## src/common/router_consts.svh

```systemverilog
`ifndef ROUTER_CONSTS_SVH
`define ROUTER_CONSTS_SVH

// framer address width in words
`define ROUTER_BUF_SIZE 9

// header lines held by the inspector
// padded ethernet, ip, udp and the first vrt line
`define ROUTER_HDR_LINES 12

// first buffered line sent on for a dsp packet
`define ROUTER_DSP_OFFSET 11

// ethertype line, compared in data bits 15:0
`define ROUTER_ETHTYPE_IDX 3
`define ROUTER_ETHTYPE_IPV4 16'h0800

// ip protocol line, compared in data bits 23:16
`define ROUTER_PROTO_IDX 6
`define ROUTER_PROTO_UDP 8'h11

// udp destination port line, compared in data bits 15:0
`define ROUTER_PORT_IDX 9
`define ROUTER_PORT_DSP 16'd49153

// upper half of the frame header word
`define ROUTER_FRM_HDR_TAG 16'h0001

`endif

```

## src/common/router_pkg.sv

```systemverilog
package router_pkg;

    // one line of a stream, flags on top of the data
    typedef struct packed {
        logic [1:0]  occ;
        logic        eof;
        logic        sof;
        logic [31:0] data;
    } stream_word_t;

    // dsp framer states
    typedef enum logic [1:0] {
        frm_wait_sof   = 2'd0,
        frm_wait_eof   = 2'd1,
        frm_write_hdr  = 2'd2,
        frm_write_body = 2'd3
    } frm_state_e;

    // communication inspector states
    typedef enum logic [1:0] {
        insp_read_first = 2'd0,
        insp_read_hdr   = 2'd1,
        insp_replay     = 2'd2,
        insp_live       = 2'd3
    } insp_state_e;

    // where the inspector sends the current packet
    typedef enum logic {
        dest_dsp  = 1'b0,
        dest_host = 1'b1
    } insp_dest_e;

    // combiner input that owns the output
    typedef enum logic {
        src_frm  = 1'b0,
        src_host = 1'b1
    } comb_src_e;

endpackage

```

## src/design/packet_combiner.sv

```systemverilog
`timescale 1ns/1ps

module packet_combiner (
    input  logic                     stream_clk_i,
    input  logic                     stream_rst_i,
    input  router_pkg::stream_word_t frm_data_i,
    input  logic                     frm_valid_i,
    output logic                     frm_ready_o,
    input  router_pkg::stream_word_t host_data_i,
    input  logic                     host_valid_i,
    output logic                     host_ready_o,
    output router_pkg::stream_word_t out_data_o,
    output logic                     out_valid_o,
    input  logic                     out_ready_i
);
    import router_pkg::*;

    logic      locked;
    comb_src_e lock_src;
    comb_src_e last_src;
    comb_src_e pick;
    comb_src_e sel;
    logic      out_xfer;

    ////////////////////////////////////////////////////////////////////////////
    // arbitration at packet start
    ////////////////////////////////////////////////////////////////////////////

    always_comb begin
        if (frm_valid_i && host_valid_i) begin
            // both pending, take turns
            pick = (last_src == src_host) ? src_frm : src_host;
        end else if (host_valid_i) begin
            pick = src_host;
        end else begin
            pick = src_frm;
        end
    end

    assign sel = locked ? lock_src : pick;

    // same cycle forwarding from the granted source
    assign out_data_o   = (sel == src_frm) ? frm_data_i : host_data_i;
    assign out_valid_o  = (sel == src_frm) ? frm_valid_i : host_valid_i;
    assign frm_ready_o  = out_ready_i && (sel == src_frm);
    assign host_ready_o = out_ready_i && (sel == src_host);

    assign out_xfer = out_valid_o && out_ready_i;

    ////////////////////////////////////////////////////////////////////////////
    // packet lock
    ////////////////////////////////////////////////////////////////////////////

    always_ff @(posedge stream_clk_i) begin
        if (stream_rst_i) begin
            locked   <= 1'b0;
            lock_src <= src_frm;
            // framer goes first after reset
            last_src <= src_host;
        end else if (out_xfer) begin
            // grant held until the eof word leaves
            locked   <= !out_data_o.eof;
            lock_src <= sel;
            last_src <= sel;
        end
    end

endmodule

```

## config.mk

```make
export PLATFORM = sky130hd
export DESIGN_NAME = packet_combiner
export DESIGN_NICKNAME = d
export VERILOG_FILES = /design/src/common/router_consts.svh /design/src/common/router_pkg.sv /design/src/design/packet_combiner.sv
export SDC_FILE = /design/constraint.sdc
export NUM_CORES = 1
export LEC_CHECK = 0
export BUFFER_PORTS_ARGS = -buffer_cell sky130_fd_sc_hd__buf_2
export CORE_UTILIZATION = 29
export CTS_BUF_LIST = sky130_fd_sc_hd__clkbuf_8 sky130_fd_sc_hd__clkbuf_16
export DETAILED_ROUTE_END_ITERATION = 12
export GPL_TIMING_DRIVEN = 0
export PLACE_DENSITY = 0.82
export SYNTH_ARGS = -nofsm -noshare
export SYNTH_HDL_FRONTEND = slang
export SYNTH_SLANG_ARGS = --single-unit
```

## constraint.sdc

```tcl
create_clock -name stream_clk_i -period 1.81 [get_ports stream_clk_i]
set_input_delay 0.362 -clock stream_clk_i [delete_from_list [all_inputs] [get_ports stream_clk_i]]
set_output_delay 0.362 -clock stream_clk_i [all_outputs]
set_load 0.01 [all_outputs]
```

---- After elaboration in Yosys (flattened, before gate mapping) ----
Cells that the tools add are included.
Widths: inputs -> output; s select.
storage, ports and cells
  output and inout port bits .............. 39
  bits in registers ....................... 3
  logic and storage cells ................. 15
  input bits .............................. 77
cells by class
  bitwise operators ....................... 1
  mux-type cells .......................... 6
  reduce and logical (&&, ||, !) cells .... 5
operators by type and width
  operator           count
  $mux 36            1
  $mux 1             5
  $logic_and 1x1->1  4
  $logic_not 1->1    1
  $not 1->1          1

---- Depth between registers and ports, before layout ----
  depth after elaboration ................. 5
  depth in mapped cells ................... 5
  mapped depth without buffers ............ 4

---- Worst setup path after synthesis ----
Ideal clock, no wire load.
  path type ............................... in2out
  start point ............................. input host_valid_i
  end point ............................... output out_data_o[10] (netlist bit)
  stages on the path ...................... 5
  buffers on the path ..................... 2
  arrival time ............................ 1321 ps
  setup slack ............................. 127 ps
  required time ........................... 1448 ps
  cell sequence ........................... nor2b_2 -> a22oi_2 -> buf_6 -> buf_12 -> mux2_4
RTL lines
  item             line                   text
  start, declared  packet_combiner.sv:10  input logic host_valid_i,
  end, declared    packet_combiner.sv:12  output router_pkg::stream_word_t out_data_o,

==> flow_summary.yaml <==
logic_synthesis:
  synth_area_per_cell_sq_um: 12.8
  synth-seq-area-share_pct: 7.82
  synthesis.area_sq_um: 768
  ys.warnings.count: 0
  synth-seq-cells: 3
  syn_nets: 137
  yosysUniqueCellTypes: 20
  netlist_instances: 60
timing:
  finalClockSkew_ns: 0.00278
  setup_tns_ns: -3.87
  fin_crit_ns: 1.94
  rsz0062_at_grt: "yes"
  setup_viol: 36
  fmax_ghz: 0.515
  slew_headroom_pct: 88.5
  finalMaxSlewViolations: 0
  fin_crit_sh_pct: 107
  final-hold-violation-count: 0
  fin_ws_ns: -0.130
  tightest_slew_ns: 0.167
die:
  rows: 18
  die_w_um: 53.5
  io-pin-count: 116
  initial_core_util_pct: 30.7
  dieArea_sq_mm: 0.00286
  core_sq_mm: 0.00250
  dieHeight_um: 53.5
finish:
  n_antenna_cell: 0
  drive_gt1_share_pct: 93.5
  final_nets: 263
  fin_util_pct: 71.2
  area_growth_pct: 132
cts:
  clock_path_buffers: 2
  holdBufCountCts: 0
  cts.htree.levels: 1
  numCtsBuffers: 3
  clock_sinks: 3
  clkSlewWorstSetupHoldPaths_ns: 0.03
  cts_tree: "built"
  cts-root-buf: "clkbuf_8"
  clock_latency_ns: 0.22
flow_run:
  maxCapViolations: 0
routing:
  ant_nets: 0
  vias: 998
  drt_iter0_drc: 3
  post_drt_wl_per_cell_um: 13.3
  routed_wl_mm: 2.87
  viasPerCell: 4.64
  firstDrtPassIters: 2
  drc: 0
status:
  violations: "negative setup slack"
  status: "complete, but fails checks"
critical_path:
  worst-setup-path-type: "register to output port"
  cp_data_required_time_ns: 1.45
  start_kind: "register"
  cp-end-kind: "output port"
  cp.arrival_ns: 1.58
  crit_fanout: 10
power_and_ir_drop:
  p_leak_uw: 0.00103
  p_per_area_mw_per_mm2: 496
  ir_worst_vdd_mv: 0.573
grt:
  grt_first_pass_wirelength_mm: 3.98
  grt-ovfl-total: 0
  grt_pass1_vias: 963
  grt_max_degree: 11
  antenna_found_initial: 0
  grt_usage_pct: 19.4
min_path:
  hp-class: "primary input to register"
placed_design:
  portBuffers: 115
  place_hpwl_mm: 2.02
  gp_congestion: 0.728
path summary, 6_finish.rpt:
kind              depth (start not counted)                   from  slack, ns                    end
setup / recovery                          5    locked$_SDFFE_PP0P_      -0.13         out_data_o[16]
setup reg to reg                          5    locked$_SDFFE_PP0P_       0.35    locked$_SDFFE_PP0P_
hold reg to reg                           1  last_src$_SDFFE_PP1P_       0.46  last_src$_SDFFE_PP1P_
hold / removal                            2           stream_rst_i       0.36  lock_src$_SDFFE_PP0P_
flip-flops by register name, summed over array words and instances, names as in the netlist:
signal	count
last_src	1
lock_src	1
locked	1
cell usage after synthesis (all sizes together):
library cell	instances	share of area, %
a211o	1	1.1
a21o	1	1.1
a21oi	2	1.3
a22oi	1	1.6
and2	1	0.81
buf	4	9.3
dfxtp	3	7.8
mux2	36	66
mux2i	1	1.3
nand2	1	0.49
nand3b	1	0.98
nor2	2	0.98
nor2b	2	2.0
o2111a	1	1.5
o21ai	1	0.65
o31ai	1	1.6
or2b	1	0.98
worst max-delay path, stage by stage (launching register included):
cell	delay, ns
dfxtp_4	0.35
a22oi_2	0.22
buf_6	0.19
buf_12	0.16
mux2_4	0.31
buf_6	0.12
logic make-up after synthesis:
| group | after synthesis | share of synthesized area (%) |
|---|---|---|
| buf+inv | 4 | 9.28 |
| simple gates | 8 | 6.19 |
| compound gates | 8 | 8.96 |
| mux | 37 | 67.8 |
| flops | 3 | 7.82 |
placed cells by master (no fill, tap or decap), types with 2 or more instances in the layout:
cell type	n
buf_2	77
buf_6	39
mux2_4	36
buf_12	5
buf_4	4
clkbuf_8	3
nor2_1	2
a21oi_1	2
dfxtp_2	2
final cells by class:
class | count | area [sq um]
Clock inverter | 1 | 3.75
Tap cell | 30 | 37.5
Timing Repair Buffer | 121 | 883
Multi-Input combinational cell | 53 | 677
Fill cell | 184 | 719
Clock buffer | 3 | 41.3
Buffer | 4 | 71.3
Sequential cell | 3 | 66.3
through the flow:
stage	cells	hold slack [ns]	setup slack (ns)	cell area [sq um]	power (uW)
2_1_floorplan	60	0.434	0.127	768	350
3_3_place_gp	205	0.448	-0.206	1380	515
3_5_place_dp	205	0.458	-0.225	1380	523
4_1_cts	216	0.364	-0.130	1770	876
5_1_grt	215	0.370	-0.177	1780	933
6_report	215	0.356	-0.130	1780	884
repair_timing:
item | 4_1_cts | 5_1_grt
gates resized for setup | 50 | 4
setup endpoints to repair | 38 | 38
hold endpoints to repair | 0 | 0
pin swaps | 1 | 0
buffers inserted | 7 | 0
power breakdown:
part	total (uW)	switching, uW	internal, uW	leakage [uW]
logic	612	207	405	0.000978
clock network	193	48.5	145	0.0000269
registers	78.7	6.35	72.3	0.0000255
metal layers:
layer	part of all wire [%]	GRT usage [%]	vias up	wire, um
met3	10	3.45	2	293
met1	33	18.0	451	939
met2	56	41.7	68	1620
met4	0.56	3.95	0	16
li1	-	-	477	-
met5	0	0	-	0
Power figures use the tool's default switching activity.
