## config.mk

```make
export PLATFORM = sky130hd
export DESIGN_NAME = com_inspector
export DESIGN_NICKNAME = d
export VERILOG_FILES = /design/src/common/router_pkg.sv /design/src/inspector/com_inspector.sv
export VERILOG_INCLUDE_DIRS = /design/src /design/src/common
export SDC_FILE = /design/constraint.sdc
export NUM_CORES = 1
export LEC_CHECK = 0
export ABC_CLOCK_PERIOD_IN_PS = 9200
export BUFFER_PORTS_ARGS = -buffer_cell sky130_fd_sc_hd__buf_2
export CELL_PAD_IN_SITES_DETAIL_PLACEMENT = 0
export CELL_PAD_IN_SITES_GLOBAL_PLACEMENT = 2
export CORE_MARGIN = 2
export CORE_UTILIZATION = 51
export CTS_CLUSTER_SIZE = 24
export DETAILED_ROUTE_END_ITERATION = 6
export PLACE_DENSITY_LB_ADDON = 0.1
export SETUP_SLACK_MARGIN = 0.1
export SLEW_MARGIN = 25
export SYNTH_ARGS = -nofsm -noshare
export SYNTH_HDL_FRONTEND = slang
export SYNTH_SLANG_ARGS = --single-unit
```

## constraint.sdc

```tcl
create_clock -name stream_clk_i -period 9.2 [get_ports stream_clk_i]
set_clock_uncertainty 0.1 [all_clocks]
set_input_delay 0.46 -clock stream_clk_i [delete_from_list [all_inputs] [get_ports stream_clk_i]]
set_output_delay 0.46 -clock stream_clk_i [all_outputs]
set_load 0.01 [all_outputs]
```

## src/common/router_consts.svh

```systemverilog
`ifndef ROUTER_CONSTS_SVH
`define ROUTER_CONSTS_SVH

// framer address width in words
`define ROUTER_BUF_SIZE 9

// header lines held by the inspector
// padded ethernet, ip, udp and the first vrt line
`define ROUTER_HDR_LINES 12

// first buffered line sent on for a dsp packet
`define ROUTER_DSP_OFFSET 11

// ethertype line, compared in data bits 15:0
`define ROUTER_ETHTYPE_IDX 3
`define ROUTER_ETHTYPE_IPV4 16'h0800

// ip protocol line, compared in data bits 23:16
`define ROUTER_PROTO_IDX 6
`define ROUTER_PROTO_UDP 8'h11

// udp destination port line, compared in data bits 15:0
`define ROUTER_PORT_IDX 9
`define ROUTER_PORT_DSP 16'd49153

// upper half of the frame header word
`define ROUTER_FRM_HDR_TAG 16'h0001

`endif

```

## src/common/router_pkg.sv

```systemverilog
package router_pkg;

    // one line of a stream, flags on top of the data
    typedef struct packed {
        logic [1:0]  occ;
        logic        eof;
        logic        sof;
        logic [31:0] data;
    } stream_word_t;

    // dsp framer states
    typedef enum logic [1:0] {
        frm_wait_sof   = 2'd0,
        frm_wait_eof   = 2'd1,
        frm_write_hdr  = 2'd2,
        frm_write_body = 2'd3
    } frm_state_e;

    // communication inspector states
    typedef enum logic [1:0] {
        insp_read_first = 2'd0,
        insp_read_hdr   = 2'd1,
        insp_replay     = 2'd2,
        insp_live       = 2'd3
    } insp_state_e;

    // where the inspector sends the current packet
    typedef enum logic {
        dest_dsp  = 1'b0,
        dest_host = 1'b1
    } insp_dest_e;

    // combiner input that owns the output
    typedef enum logic {
        src_frm  = 1'b0,
        src_host = 1'b1
    } comb_src_e;

endpackage

```

## src/inspector/com_inspector.sv

```systemverilog
`timescale 1ns/1ps
`include "router_consts.svh"

module com_inspector (
    input  logic                     stream_clk_i,
    input  logic                     stream_rst_i,
    input  router_pkg::stream_word_t com_data_i,
    input  logic                     com_valid_i,
    output logic                     com_ready_o,
    output router_pkg::stream_word_t dsp_data_o,
    output logic                     dsp_valid_o,
    input  logic                     dsp_ready_i,
    output router_pkg::stream_word_t host_data_o,
    output logic                     host_valid_o,
    input  logic                     host_ready_i
);
    import router_pkg::*;

    insp_state_e  state;
    insp_dest_e   dest;
    logic [3:0]   cnt;
    logic [3:0]   cnt_next;
    logic         cnt_last;
    stream_word_t regs [0:`ROUTER_HDR_LINES-1];
    logic         capture;
    logic         is_dsp;
    stream_word_t out_word;
    logic         out_valid;
    logic         out_ready;
    logic         in_xfer;
    logic         out_xfer;

    assign cnt_next = cnt + 1'b1;
    assign cnt_last = (cnt == 4'(`ROUTER_HDR_LINES - 1));

    assign in_xfer  = com_valid_i && com_ready_o;
    assign out_xfer = out_valid && out_ready;

    ////////////////////////////////////////////////////////////////////////////
    // header registers and match
    ////////////////////////////////////////////////////////////////////////////

    assign capture = in_xfer &&
                     (((state == insp_read_first) && com_data_i.sof) ||
                      (state == insp_read_hdr));

    always_ff @(posedge stream_clk_i) begin
        if (capture) begin
            regs[cnt] <= com_data_i;
        end
    end

    // udp data packet to the dsp port, vrt line taken live as it arrives
    assign is_dsp = (regs[`ROUTER_ETHTYPE_IDX].data[15:0] == `ROUTER_ETHTYPE_IPV4) &&
                    (regs[`ROUTER_PROTO_IDX].data[23:16] == `ROUTER_PROTO_UDP) &&
                    (regs[`ROUTER_PORT_IDX].data[15:0] == `ROUTER_PORT_DSP) &&
                    (com_data_i.data != 32'h0);

    ////////////////////////////////////////////////////////////////////////////
    // output steering
    ////////////////////////////////////////////////////////////////////////////

    always_comb begin
        out_word = com_data_i;
        if (state == insp_replay) begin
            out_word = regs[cnt];
            // dsp packets restart at the vrt line, so that line opens the packet
            if ((dest == dest_dsp) && (cnt == 4'(`ROUTER_DSP_OFFSET))) begin
                out_word.sof = 1'b1;
            end
        end
    end

    assign out_valid = (state == insp_replay) || ((state == insp_live) && com_valid_i);
    assign out_ready = (dest == dest_dsp) ? dsp_ready_i : host_ready_i;

    assign dsp_data_o   = out_word;
    assign host_data_o  = out_word;
    assign dsp_valid_o  = out_valid && (dest == dest_dsp);
    assign host_valid_o = out_valid && (dest == dest_host);

    always_comb begin
        case (state)
            insp_read_first: com_ready_o = 1'b1;
            insp_read_hdr:   com_ready_o = 1'b1;
            insp_live:       com_ready_o = out_ready;
            default:         com_ready_o = 1'b0;
        endcase
    end

    ////////////////////////////////////////////////////////////////////////////
    // inspector FSM
    ////////////////////////////////////////////////////////////////////////////

    always_ff @(posedge stream_clk_i) begin
        if (stream_rst_i) begin
            state <= insp_read_first;
            dest  <= dest_host;
            cnt   <= '0;
        end else begin
            case (state)
                insp_read_first: begin
                    if (in_xfer && com_data_i.sof) begin
                        if (com_data_i.eof) begin
                            // one line packet, nothing to inspect
                            dest  <= dest_host;
                            state <= insp_replay;
                        end else begin
                            cnt   <= cnt_next;
                            state <= insp_read_hdr;
                        end
                    end
                end
                insp_read_hdr: begin
                    if (in_xfer) begin
                        if (cnt_last && is_dsp) begin
                            dest  <= dest_dsp;
                            cnt   <= 4'(`ROUTER_DSP_OFFSET);
                            state <= insp_replay;
                        end else if (cnt_last || com_data_i.eof) begin
                            dest  <= dest_host;
                            cnt   <= '0;
                            state <= insp_replay;
                        end else begin
                            cnt <= cnt_next;
                        end
                    end
                end
                insp_replay: begin
                    if (out_xfer) begin
                        if (out_word.eof) begin
                            cnt   <= '0;
                            state <= insp_read_first;
                        end else if (cnt_last) begin
                            cnt   <= '0;
                            state <= insp_live;
                        end else begin
                            cnt <= cnt_next;
                        end
                    end
                end
                insp_live: begin
                    if (out_xfer && out_word.eof) begin
                        state <= insp_read_first;
                    end
                end
                default: state <= insp_read_first;
            endcase
        end
    end

endmodule

```

## After elaboration in Yosys (flattened, before gate mapping)

Memories as Yosys holds them, arrays and structs flattened. A register that Yosys moved wholly into a read port is not among the register bits.
Index checks and enable logic that the tools add are counted.
W data, S select, Z words.

- Equal/unequal tests: 15
- $add $sub $neg: 1
- Muxes and demuxes: 33
- Bitwise logic cells: 1
- Reduce and logical (&&, ||, !) cells: 25

Operator list:

| cell | number |
|---|---|
| $mux W4 | 10 |
| $mux W36 | 1 |
| $reduce_bool A32 Y1 | 1 |
| $mux W2 | 9 |
| $eq A16 B12 Y1 const B | 1 |
| $eq A16 B16 Y1 const B | 1 |
| $logic_and A1 B1 Y1 | 14 |
| $pmux W4 S3 | 1 |
| $reduce_and A5 Y1 | 2 |
| $mux W1 | 9 |
| $eq A8 B5 Y1 const B | 1 |
| $ne A2 B2 Y1 const B | 4 |
| $pmux W2 S4 | 1 |
| $reduce_and A6 Y1 | 1 |
| $add A4 B1 Y4 const B | 1 |
| $eq A2 B2 Y1 const B | 2 |
| $eq A4 B4 Y1 const B | 1 |
| $ne A2 B1 Y1 const B | 2 |
| $pmux W1 S2 | 2 |
| $logic_or A1 B1 Y1 | 3 |
| $ne A3 B1 Y1 const B | 1 |
| $ne A3 B3 Y1 const B | 1 |
| $reduce_bool A3 Y1 | 1 |
| $eq A2 B1 Y1 const B | 1 |
| 4 further kinds | 4 |

- Bits in writable memories: 432
- Bits in registers: 7
- Input bits: 41
- Logic and storage cells: 79
- Memories kept: 1

Memory list:

| memory | words | bits a word | rd ports | clocked after Yosys merged registers in | wr ports | line | text |
|---|---|---|---|---|---|---|---|
| regs | 12 | 36 | 4 | 1 | 1 | com_inspector.sv:24 | `` stream_word_t regs [0:`ROUTER_HDR_LINES-1]; `` |

## Logic depth before layout (Yosys ltp)

Gate-level depths: netlist of run 1.

- Depth in word-level cells: 10
- Depth in mapped cells: 9
- Depth with buffers taken out: 7

## Worst setup path after synthesis of run 1

Ideal clock, no wire load.

- Kind: flip-flop to flip-flop
- Start point: register state[0]
- End point: memory regs[11][0] in the netlist's numbering (enable)
- Buffers on the path: 1
- Data required time: 8.671 ns
- Setup time: 0.429 ns
- Clock period less this slack: 3.127 ns
- Arrival: 2.597 ns
- Stages on the path, launching flop included: 7
- Slack: 6.073 ns
- Path through: dfxtp_1 > inv_1 > ha_1 > clkbuf_1 > inv_2 > nand3_1 > nor2_1

- Word-level cells in the longest chain between the ends: 7

RTL lines:

| item | line | text |
|---|---|---|
| start, declared | com_inspector.sv:19 | `insp_state_e state;` |
| start signal, assigned | com_inspector.sv:97 | `state <= insp_read_first;` |
| start signal, assigned | com_inspector.sv:107 | `state <= insp_replay;` |
| start signal, assigned | com_inspector.sv:110 | `state <= insp_read_hdr;` |
| $eq A2 B1 Y1 / $logic_not A2 Y1 (equally long branches) | com_inspector.sv:45, com_inspector.sv:83, com_inspector.sv:44 |  |
| $reduce_or A2 Y1 (no source line) | - |  |
| $pmux W1 S2 | com_inspector.sv:83 | `case (state)` |
| $logic_and A1 B1 Y1 | com_inspector.sv:36 | `assign in_xfer = com_valid_i && com_ready_o;` |
| $logic_and A1 B1 Y1 (*) | com_inspector.sv:43 | `assign capture = in_xfer &&` |
| $mux W1 (*) | com_inspector.sv:48 | `if (capture) begin` |
| $mux W1 (not written as such) (*) | com_inspector.sv:49 | `regs[cnt] <= com_data_i;` |
| end, declared | com_inspector.sv:24 |  |

Mark *: on every way between the ends. The rest lies on a longest branch, timed or not.

==> out/metrics.csv, run 1 <==
stage,metric,value,unit
routing,drc,0,
routing,wl_per_cell,26.61,µm
place,placed_area,0.01876,mm²
clock_network,cts_resized,0,
timing,max_freq,233.9,MHz
worst_setup_path,critPathBufInv,3,
synth,async_flop_share,0,%
worst_setup_path,path_class,reg -> out,
synth,synth-edff-count,432,
timing,min_period,4.275,ns
power_and_ir_drop,peakVddDrop,0.2186,mV
synth,syn-instance-count,891,
worst_setup_path,worstPathArrival,3.71,ns
global_route,use_met1,31.89,%
layout,drive_above_1_share,31.26,%
die,rows,68,
timing,setup_viol,0,
global_route,grt_pass1_wl,59000,µm
clock_network,clk_pin_slew_worst_paths,0.06,ns
global_route,grt_usage,22.11,%
synth,synthTopCellsByArea,"edfxtp_1, mux4_2, mux2i_1",
clock_network,clk-insertion-delay-late,0.54,ns
clock_network,hold_buffers,0,
clock_network,post_cts_buffers,0,
worst_setup_path,max_stage_delay,0.69,ns
clock_network,cts_tree,yes,
worst_setup_path,path_cells,"buf_6, buf_6, mux4_2, mux2_2, a21oi_1, a21oi_1, buf_2",
layout,final_util,58.34,%
layout,area_growth,12.48,%
worst_setup_path,worstRegToRegCells,5,
worst_setup_path,rrSetupSlack,6.10,ns
global_route,first_global_vias,9343,
layout,final_area,0.02015,mm²
global_route,gr-usage-met2,36.61,%
clock_network,clk_path_buf_depth,3,
outcome,status,"finished, final reports clean",
routing,drt_wl_total,39430,µm
global_route,overflow,0,
flow_run,drv_cap,0,
place,place_hpwl,22060,µm
worst_hold_path,min_to,regs[9][35],
synth,yosysTopAreaCellShare,72.40,%
global_route,grtUsageMet3,2.827,%
die,coreArea,0.03454,mm²
worst_setup_path,worstSetupEndpointType,primary output,
power_and_ir_drop,p_leak,6.515,nW
timing,fin_tns_setup,0,ns
synth,ys_top_cells_by_count,"edfxtp_1, mux4_2, nor2_1, a21o_1, buf_4",
timing,period_share,46.46,%
global_route,top_usage_layer,met2,
timing,slew_headroom,36.01,%
power_and_ir_drop,finalPower,5.397,mW
clock_network,cts_buffers,46,
synth,ys_types,46,
routing,viasPerCell,6.057,
die,die_h,191.4,µm
synth,yosysWarningCount,0,
clock_network,h-tree-depth,2,
timing,grt_setup_unrepaired,false,
worst_setup_path,critPathLaunchType,flip-flop,
worst_hold_path,hold_depth,1,
synth,synth-seq-area-share,73.63,%
synth,synth_top_area_cell,edfxtp_1,
worst_setup_path,critical_path.top_delay_family,buffers and inverters,
die,die_area,0.03665,mm²
clock_network,cts_root_buffer,clkbuf_16,
worst_hold_path,hold_class,in -> reg,
synth,synth.most_common_cell,edfxtp_1,
layout,antenna_cells,0,
worst_setup_path,cp_max_fo,54,
synth,ys_seq_elements,443,
synth,syn_area_per_cell,20.11,µm²
worst_setup_path,cp_data_required_time,8.64,ns
worst_setup_path,critPathSlowestCell,buf_6,
timing,hold_violations,0,
die,die_w,191.4,µm
routing,dr.pass1.iters,4,
global_route,antenna_found_initial,0,
synth,synth_fp_nets,940,
clock_network,clock-sinks,443,
timing,slew_viol_final,0,
die,start_util,51.87,%
die,io_pins,116,
global_route,grt_max_degree,72,
routing,drt_iter0_drc,731,
routing,drtAntennaViolNets,0,
timing,worst_pin_slew,0.9599,ns
place,port_buffers,115,
synth,syn_area,0.01792,mm²
layout,nets,1039,
place,gp_congestion,0.7782,
synth,ys.flop_type,edfxtp_1,
worst_hold_path,min_from,com_data_i[35],
power_and_ir_drop,power.density,267.8,mW/mm²
routing,vias,8977,
[worst reg2reg max path, delay by kind of cell (launching register included)]
| family | cells | cell delay [ns] |
|---|---|---|
| DFF | 1 | 0.97 |
| AOI/OAI and AO/OA | 3 | 0.95 |
| muxes | 2 | 0.94 |
[stage by stage]
| step | std cells | hold WS, ns | setup slack (ns) |
|---|---|---|---|
| 2_1_floorplan | 891 | 0.3968 | 6.073 |
| 3_3_place_gp | 1397 | 0.4263 | 4.821 |
| 3_5_place_dp | 1397 | 0.4420 | 5.120 |
| 4_1_cts | 1482 | 0.1634 | 4.544 |
| 5_1_grt | 1482 | 0.1746 | 4.574 |
| 6_report | 1482 | 0.1810 | 4.925 |
[registers in the layout, summed over array words and instances, names as in the netlist, named ones only]
signal	flops
dest	1
cnt	4
state	2
regs	432
[report_power, final]
group | total [mW] | internal, mW | switching (mW)
clock network | 1.73 | 0.994 | 0.732
logic | 1.25 | 0.633 | 0.616
registers | 2.42 | 2.32 | 0.0973
[area by class of cell]
class                   count  area (µm²)
well taps                 455       569.3
fillers                  2633       14390
clock buffers              61        1229
clock inverters            24       162.7
flip-flops and latches    443       13200
inverters                   7       26.28
multi-input cells         359        4247
repair buffers            133       718.2
[how the worst max path moves through the flow]
stage | start | endpoint | slack [ns] | cells past startpoint
finish | flip-flop | dsp_data_o[32] | 4.93 | 7
global placement | flip-flop | dsp_data_o[32] | 4.82 | 7
CTS | flip-flop | dsp_data_o[32] | 4.54 | 7
global route | flip-flop | dsp_data_o[32] | 4.57 | 7
floorplan | state[0] | regs[11][0] | 6.07 | 6
detailed placement | flip-flop | dsp_data_o[32] | 5.12 | 7
[metal layers]
layer  vias to the layer above  part of all wire [%]
li1                       3876                     -
met1                      4785                    44
met2                       271                    49
met3                        45                   5.2
met4                         0                   1.4
met5                         -                     0
[logic make-up (layout without fill, tap and decap cells)]
group	count (synthesis)	count (layout)	share of synthesized area, %
AO/OA/AOI/OAI	97	97	4.078
adder cells (fa/ha/maj)	8	8	0.5587
buffers and inverters	89	225	2.786
flip-flops	443	443	73.63
multiplexers	148	148	15.87
AND/OR/NAND/NOR	106	106	3.080
[layout by cell type (no fill, tap or decap), types with 12 or more instances in the layout]
master	count
a211oi_1	34
a21o_1	37
buf_2	115
buf_4	16
clkbuf_1	14
clkbuf_16	47
clkinv_1	12
edfxtp_1	432
mux2i_1	35
mux4_2	106
nor2_1	42
nor4_1	14
Power figures use the tool's default switching activity.
==> run 2: changes to the inputs <==
- ABC_CLOCK_PERIOD_IN_PS: 9200 -> 3400
- CORE_UTILIZATION: 51 -> 42
- clock period: 9.2 -> 3.4 ns (I/O delays scaled with it)
==> run 2 against run 1 <==
- sequential share of layout area shrank 2.5 points
- utilization fell by 8.5 points
- hold slack got worse by 0.040 ns
- critical path depth fell by 1
- clock power increased to 2.8 times the previous value
- final area increased by 3.9%
- first-iteration DRC count decreased by 20%
- via count decreased by 0.36%
==> out/metrics.csv, run 2 (synthesized netlist as in run 1, its figures left out) <==
stage,metric,value,unit,change
power_and_ir_drop,p_leak,6.802,nW,was 6.515 nW
clock_network,clk_pin_slew_worst_paths,0.05,ns,was 0.06 ns
routing,drc,0,,unchanged
die,rows,75,,was 68
global_route,grtUsageMet3,2.786,%,was 2.827%
worst_setup_path,regToRegEndpoint,regs[5][14],,
worst_setup_path,rrSetupSlack,0.76,ns,was 6.10 ns
worst_setup_path,worstRegToRegCells,7,,was 5
layout,final_cell_mix,"edfxtp_1, buf_2, mux4_2, clkbuf_16, nor2_1",,unchanged
clock_network,cts_tree,yes,,unchanged
clock_network,clk-insertion-delay-late,0.57,ns,was 0.54 ns
global_route,antenna_found_initial,0,,unchanged
routing,vias,8945,,was 8977
place,place_hpwl,23170,µm,was 22060 µm
routing,viasPerCell,5.546,,was 6.057
die,die_w,210.5,µm,was 191.4 µm
worst_setup_path,critPathLaunchType,flip-flop,,unchanged
routing,drt_wl_total,40140,µm,was 39430 µm
flow_run,drv_cap,0,,unchanged
worst_setup_path,worstPathArrival,2.87,ns,was 3.71 ns
routing,dr.pass1.iters,7,,was 4
die,die_h,210.5,µm,was 191.4 µm
worst_setup_path,cp_data_required_time,3.13,ns,was 8.64 ns
die,io_pins,116,,unchanged
worst_setup_path,regToRegStartpoint,state[0],,
clock_network,h-tree-depth,2,,unchanged
global_route,grt_pass1_wl,60240,µm,was 59000 µm
worst_hold_path,hold_depth,5,,was 1
worst_hold_path,min_from,com_valid_i,,was com_data_i[35]
power_and_ir_drop,peakVddDrop,0.3595,mV,was 0.2186 mV
timing,max_freq,318.1,MHz,
layout,top_regs,"regs: 432 flops, cnt: 4 flops, state: 2 flops",,unchanged
timing,setup_viol,0,,unchanged
routing,wl_per_cell,24.89,µm,was 26.61 µm
die,coreArea,0.04204,mm²,was 0.03454 mm²
clock_network,post_cts_buffers,0,,unchanged
worst_hold_path,min_to,dest,,was regs[9][35]
outcome,status,"finished, final reports clean",,unchanged
timing,slew_viol_final,0,,unchanged
place,port_buffers,115,,unchanged
global_route,grt_max_degree,72,,unchanged
global_route,use_met1,26.30,%,was 31.89%
layout,regMostFlops,regs,,unchanged
layout,largest_reg_flops,432,,unchanged
layout,drive_above_1_share,31.66,%,was 31.26%
clock_network,cts_root_buffer,clkbuf_16,,unchanged
timing,min_period,3.144,ns,
power_and_ir_drop,finalPower,14.97,mW,was 5.397 mW
layout,area_growth,16.89,%,was 12.48%
clock_network,cts_buffers,46,,unchanged
die,die_area,0.04433,mm²,was 0.03665 mm²
timing,period_share,92.46,%,
global_route,grt_usage,18.57,%,was 22.11%
clock_network,clock-sinks,443,,unchanged
global_route,first_global_vias,9128,,was 9343
power_and_ir_drop,power.density,714.8,mW/mm²,was 267.8 mW/mm²
layout,final_common_cell,edfxtp_1,,unchanged
place,gp_congestion,0.7476,,was 0.7782
layout,nets,1089,,was 1039
timing,slew_headroom,48.42,%,was 36.01%
worst_setup_path,path_class,reg -> out,,unchanged
clock_network,clk_path_buf_depth,3,,unchanged
worst_setup_path,cp_max_fo,41,,was 54
timing,worst_pin_slew,0.7725,ns,was 0.9599 ns
global_route,gr-usage-met2,30.44,%,was 36.61%
global_route,overflow,0,,unchanged
timing,grt_setup_unrepaired,false,,unchanged
timing,fin_tns_setup,0,ns,unchanged
routing,drtAntennaViolNets,0,,unchanged
timing,hold_violations,0,,unchanged
routing,drt_iter0_drc,587,,was 731
worst_setup_path,worstSetupEndpointType,primary output,,unchanged
worst_hold_path,hold_class,in -> reg,,unchanged
layout,antenna_cells,0,,unchanged
global_route,top_usage_layer,met2,,unchanged
die,start_util,42.62,%,was 51.87%
layout,num-fill-cells,3471,,was 2633
## run 2: cell types whose count changed in the layout (fill, tap and decap cells not counted), sizes merged
cell / before / now
clkinvlp: 0 / 1
clkbuf: 61 / 60
buf: 133 / 146
inv: 9 / 6
dlygate4sd3: 0 / 37
## run 2: final cells by class
type | count | area, µm² | share of cell area (%)
inverters | 7 | 27.53 | 0.1314
clock buffers | 60 | 1297 | 6.195
clock inverters | 22 | 157.7 | 0.7527
multi-input cells | 359 | 4253 | 20.31
repair buffers | 183 | 1333 | 6.362
flip-flops and latches | 443 | 13200 | 63.03
well taps | 539 | 674.4 | 3.220
## run 2: worst max-delay path, cell delays in order (launching register included)
cell	delay, ns
dfxtp_4	0.51
buf_4	0.58
mux4_2	0.33
mux2i_1	0.07
a211oi_1	0.47
a21o_1	0.17
buf_2	0.14
## run 2: what timing repair did
action,CTS,global route
endpoints found under the hold margin,443,0
hold buffers,37,0
resized for setup,0,1
endpoints found under the setup margin,0,2
## run 2: through the flow
step	utilization [%]	std cells	hold WS, ns	setup slack, ns	area, µm²
final	49.82	1613	0.1409	0.2564	20940
after global routing	49.82	1613	0.2024	0.1264	20940
after CTS	49.81	1613	0.1090	0.2115	20940
after detailed placement	45.47	1494	0.4324	0.6990	19110
after global placement	45.45	1494	0.4261	0.7241	19110
after floorplan	-	891	0.1689	0.2733	17920
## run 2: power by group
part	internal (mW)	switching [mW]
Sequential	6.29	0.164
Clock	2.83	2.02
Combinational	1.84	1.83
Total	11.0	4.01
## run 2: worst max-delay path by stage
stage	slack (ns)	depth (start not counted)	startpoint	endpoint
finish	0.26	6	flip-flop	dsp_data_o[15]
global route	0.13	6	flip-flop	dsp_data_o[15]
CTS	0.21	7	state[0]	dsp_data_o[33]
detailed placement	0.70	5	regs[6][23]	flip-flop
global placement	0.72	5	regs[6][23]	flip-flop
floorplan	0.27	6	state[0]	regs[11][0]
## run 2: layer usage
metal	up-vias	part of all wire [%]
met5	-	0
met4	0	1.6
met3	44	4.1
met2	207	49
met1	4734	45
li1	3960	-
==> run 3: changes to the inputs <==
- BUFFER_PORTS_ARGS: -buffer_cell sky130_fd_sc_hd__buf_2 -> -buffer_cell sky130_fd_sc_hd__buf_4
- CAP_MARGIN: not set -> 25
- CORE_UTILIZATION: 42 -> 26
==> run 3 against run 2 <==
- clock-buffer cell count is 4 higher
- non-clock buffer count increased by 7
- setup slack worse by 0.0067 ns
- wire length up 19%
- combinational power up 7.4%
- final area increased by 4.4%
- maximum frequency fell by 0.21%
- sequential share of layout area decreased by 2.7 points
- critical path type unchanged
- critical endpoint is now host_data_o[3]
- largest cell class unchanged
==> out/metrics.csv, run 3 (synthesized netlist as in run 1, its figures left out) <==
stage,metric,value,unit,change
timing,min_period,3.150,ns,was 3.144 ns
routing,drtAntennaViolNets,0,,unchanged
timing,slew_headroom,45.11,%,was 48.42%
worst_hold_path,hold_class,in -> reg,,unchanged
global_route,first_global_vias,9703,,was 9128
die,coreArea,0.06847,mm²,was 0.04204 mm²
die,start_util,26.17,%,was 42.62%
power_and_ir_drop,combPwrFrac,25.3,%,was 24.5%
worst_setup_path,worstSetupEndpointType,primary output,,unchanged
routing,drt_wl_total,47820,µm,was 40140 µm
layout,antenna_cells,0,,unchanged
power_and_ir_drop,p_leak,6.976,nW,was 6.802 nW
clock_network,clock-sinks,443,,unchanged
global_route,overflow,0,,unchanged
clock_network,h-tree-depth,2,,unchanged
clock_network,clk_path_buf_depth,3,,unchanged
timing,hold_violations,0,,unchanged
layout,final_cell_mix,"edfxtp_1, buf_4, mux4_2, clkbuf_16, nor2_1",,"was edfxtp_1, buf_2, mux4_2, clkbuf_16, nor2_1"
timing,fin_tns_setup,0,ns,unchanged
global_route,antenna_found_initial,0,,unchanged
routing,drc,0,,unchanged
routing,wl_per_cell,24.29,µm,was 24.89 µm
clock_network,post_cts_buffers,0,,unchanged
place,gp_congestion,0.6856,,was 0.7476
routing,vias,9019,,was 8945
layout,regMostFlops,regs,,unchanged
timing,period_share,92.66,%,was 92.46%
die,die_h,266.5,µm,was 210.5 µm
timing,slew_viol_final,0,,unchanged
power_and_ir_drop,swShare,27.57,%,was 26.81%
flow_run,drv_cap,0,,unchanged
worst_setup_path,critPathLaunchType,flip-flop,,unchanged
routing,dr.pass1.iters,4,,was 7
worst_setup_path,worstRegToRegCells,7,,unchanged
clock_network,clk_pin_slew_worst_paths,0.06,ns,was 0.05 ns
global_route,grt_usage,13.67,%,was 18.57%
worst_setup_path,path_class,reg -> out,,unchanged
routing,drt_iter0_drc,501,,was 587
worst_hold_path,hold_depth,5,,unchanged
outcome,status,"finished, final reports clean",,unchanged
clock_network,cts_root_buffer,clkbuf_16,,unchanged
clock_network,cts_buffers,51,,was 46
layout,drive_above_1_share,31.83,%,was 31.66%
timing,fin_ws,0.2497,ns,was 0.2564 ns
layout,nets,1101,,was 1089
power_and_ir_drop,share_seq_of_total_power,41.4,%,was 43.1%
timing,max_freq,317.4,MHz,was 318.1 MHz
place,pre_cts_slack,0.7018,ns,was 0.6990 ns
layout,top_regs,"regs: 432 flops, cnt: 4 flops, state: 2 flops",,unchanged
timing,setup_viol,0,,unchanged
routing,viasPerCell,4.580,,was 5.546
timing,worst_pin_slew,0.8119,ns,was 0.7725 ns
place,port_buffers,115,,unchanged
global_route,grt_pass1_wl,69950,µm,was 60240 µm
worst_setup_path,cp_max_fo,40,,was 41
clock_network,cts_tree,yes,,unchanged
worst_setup_path,cp_data_required_time,3.13,ns,about the same
power_and_ir_drop,p_switching,4.294,mW,was 4.014 mW
timing,grt_setup_unrepaired,true,,was false
power_and_ir_drop,power.density,712.3,mW/mm²,was 714.8 mW/mm²
layout,area_growth,22.07,%,was 16.89%
clock_network,clk-insertion-delay-late,0.59,ns,was 0.57 ns
die,die_w,266.5,µm,was 210.5 µm
die,io_pins,116,,unchanged
global_route,grt_max_degree,87,,was 72
layout,largest_reg_flops,432,,unchanged
layout,layout.cells.non_filler,1969,,was 1613
power_and_ir_drop,p_clk_share,33.3,%,was 32.4%
die,die_area,0.07103,mm²,was 0.04433 mm²
power_and_ir_drop,peakVddDrop,0.3891,mV,was 0.3595 mV
place,dp.cells,1844,,was 1494
die,rows,96,,was 75
place,place_hpwl,27990,µm,was 23170 µm
power_and_ir_drop,p_int,11.28,mW,was 10.96 mW
layout,final_common_cell,edfxtp_1,,unchanged
worst_setup_path,worstPathArrival,2.88,ns,was 2.87 ns
==> run 3: changes by cell type in the layout (fill, tap and decap cells not counted), sizes merged <==
cell      before  now
buf          146  153
bufinv         2    3
clkbuf        60   64
clkinv        20   15
clkinvlp       1    5
inv            6    8
==> run 3: layout make-up <==
type                            count  area, µm²
Fill cell                        6637      46590
Clock inverter                     24      211.5
Inverter                            7      27.53
Timing Repair Buffer              190       1734
Multi-Input combinational cell    359       4247
Tap cell                          882       1104
Sequential cell                   443      13200
Clock buffer                       64       1346
==> run 3: power by group through the flow <==
stage	combinational (mW)	clock (mW)	sequential [mW]
global placement	4.06	0	6.57
global route	4.30	5.58	6.48
CTS	4.07	5.37	6.45
finish	3.94	5.19	6.44
floorplan	2.84	0	6.45
detailed placement	4.02	0	6.56
==> run 3: metrics by stage <==
| stage | cell area (µm²) | util, % | hold slack [ns] | total power [mW] |
|---|---|---|---|---|
| 6_report | 21870 | 31.94 | 0.09370 | 15.58 |
| 5_1_grt | 21870 | 31.94 | 0.1467 | 16.36 |
| 4_1_cts | 21860 | 31.92 | 0.06328 | 15.89 |
| 3_5_place_dp | 19930 | 29.11 | 0.3741 | 10.59 |
| 3_3_place_gp | 19930 | 29.11 | 0.3749 | 10.62 |
| 2_1_floorplan | 17920 | - | 0.1689 | 9.292 |
==> run 3: per-layer routing <==
metal,global-route usage [%],vias to the layer above,part of all wire [%]
met2,22.34,175,48
met3,2.288,60,3.7
met5,0,-,0
met1,18.96,4791,47
li1,-,3993,-
met4,3.386,0,1.6
==> run 3: path summary, 6_finish.rpt <==
check                           slack (ns)             end   startpoint
worst max register to register        0.71     regs[7][29]     state[0]
worst min register to register        0.45        state[0]     state[0]
worst max-delay path                  0.25  host_data_o[3]    flip-flop
worst min-delay path                  0.09            dest  com_valid_i
==> run 3: critical path: stages (launching register included) <==
cell,delay (ns)
dfxtp_4,0.58
buf_16,0.36
mux4_2,0.55
mux2i_1,0.24
a211oi_1,0.19
a21o_1,0.21
buf_4,0.14
==> run 3: repair_timing <==
item                       4_1_cts  5_1_grt
hold endpoints to repair       443        0
setup endpoints to repair        0        9
hold buffers                    37        0
resized for setup                0        2
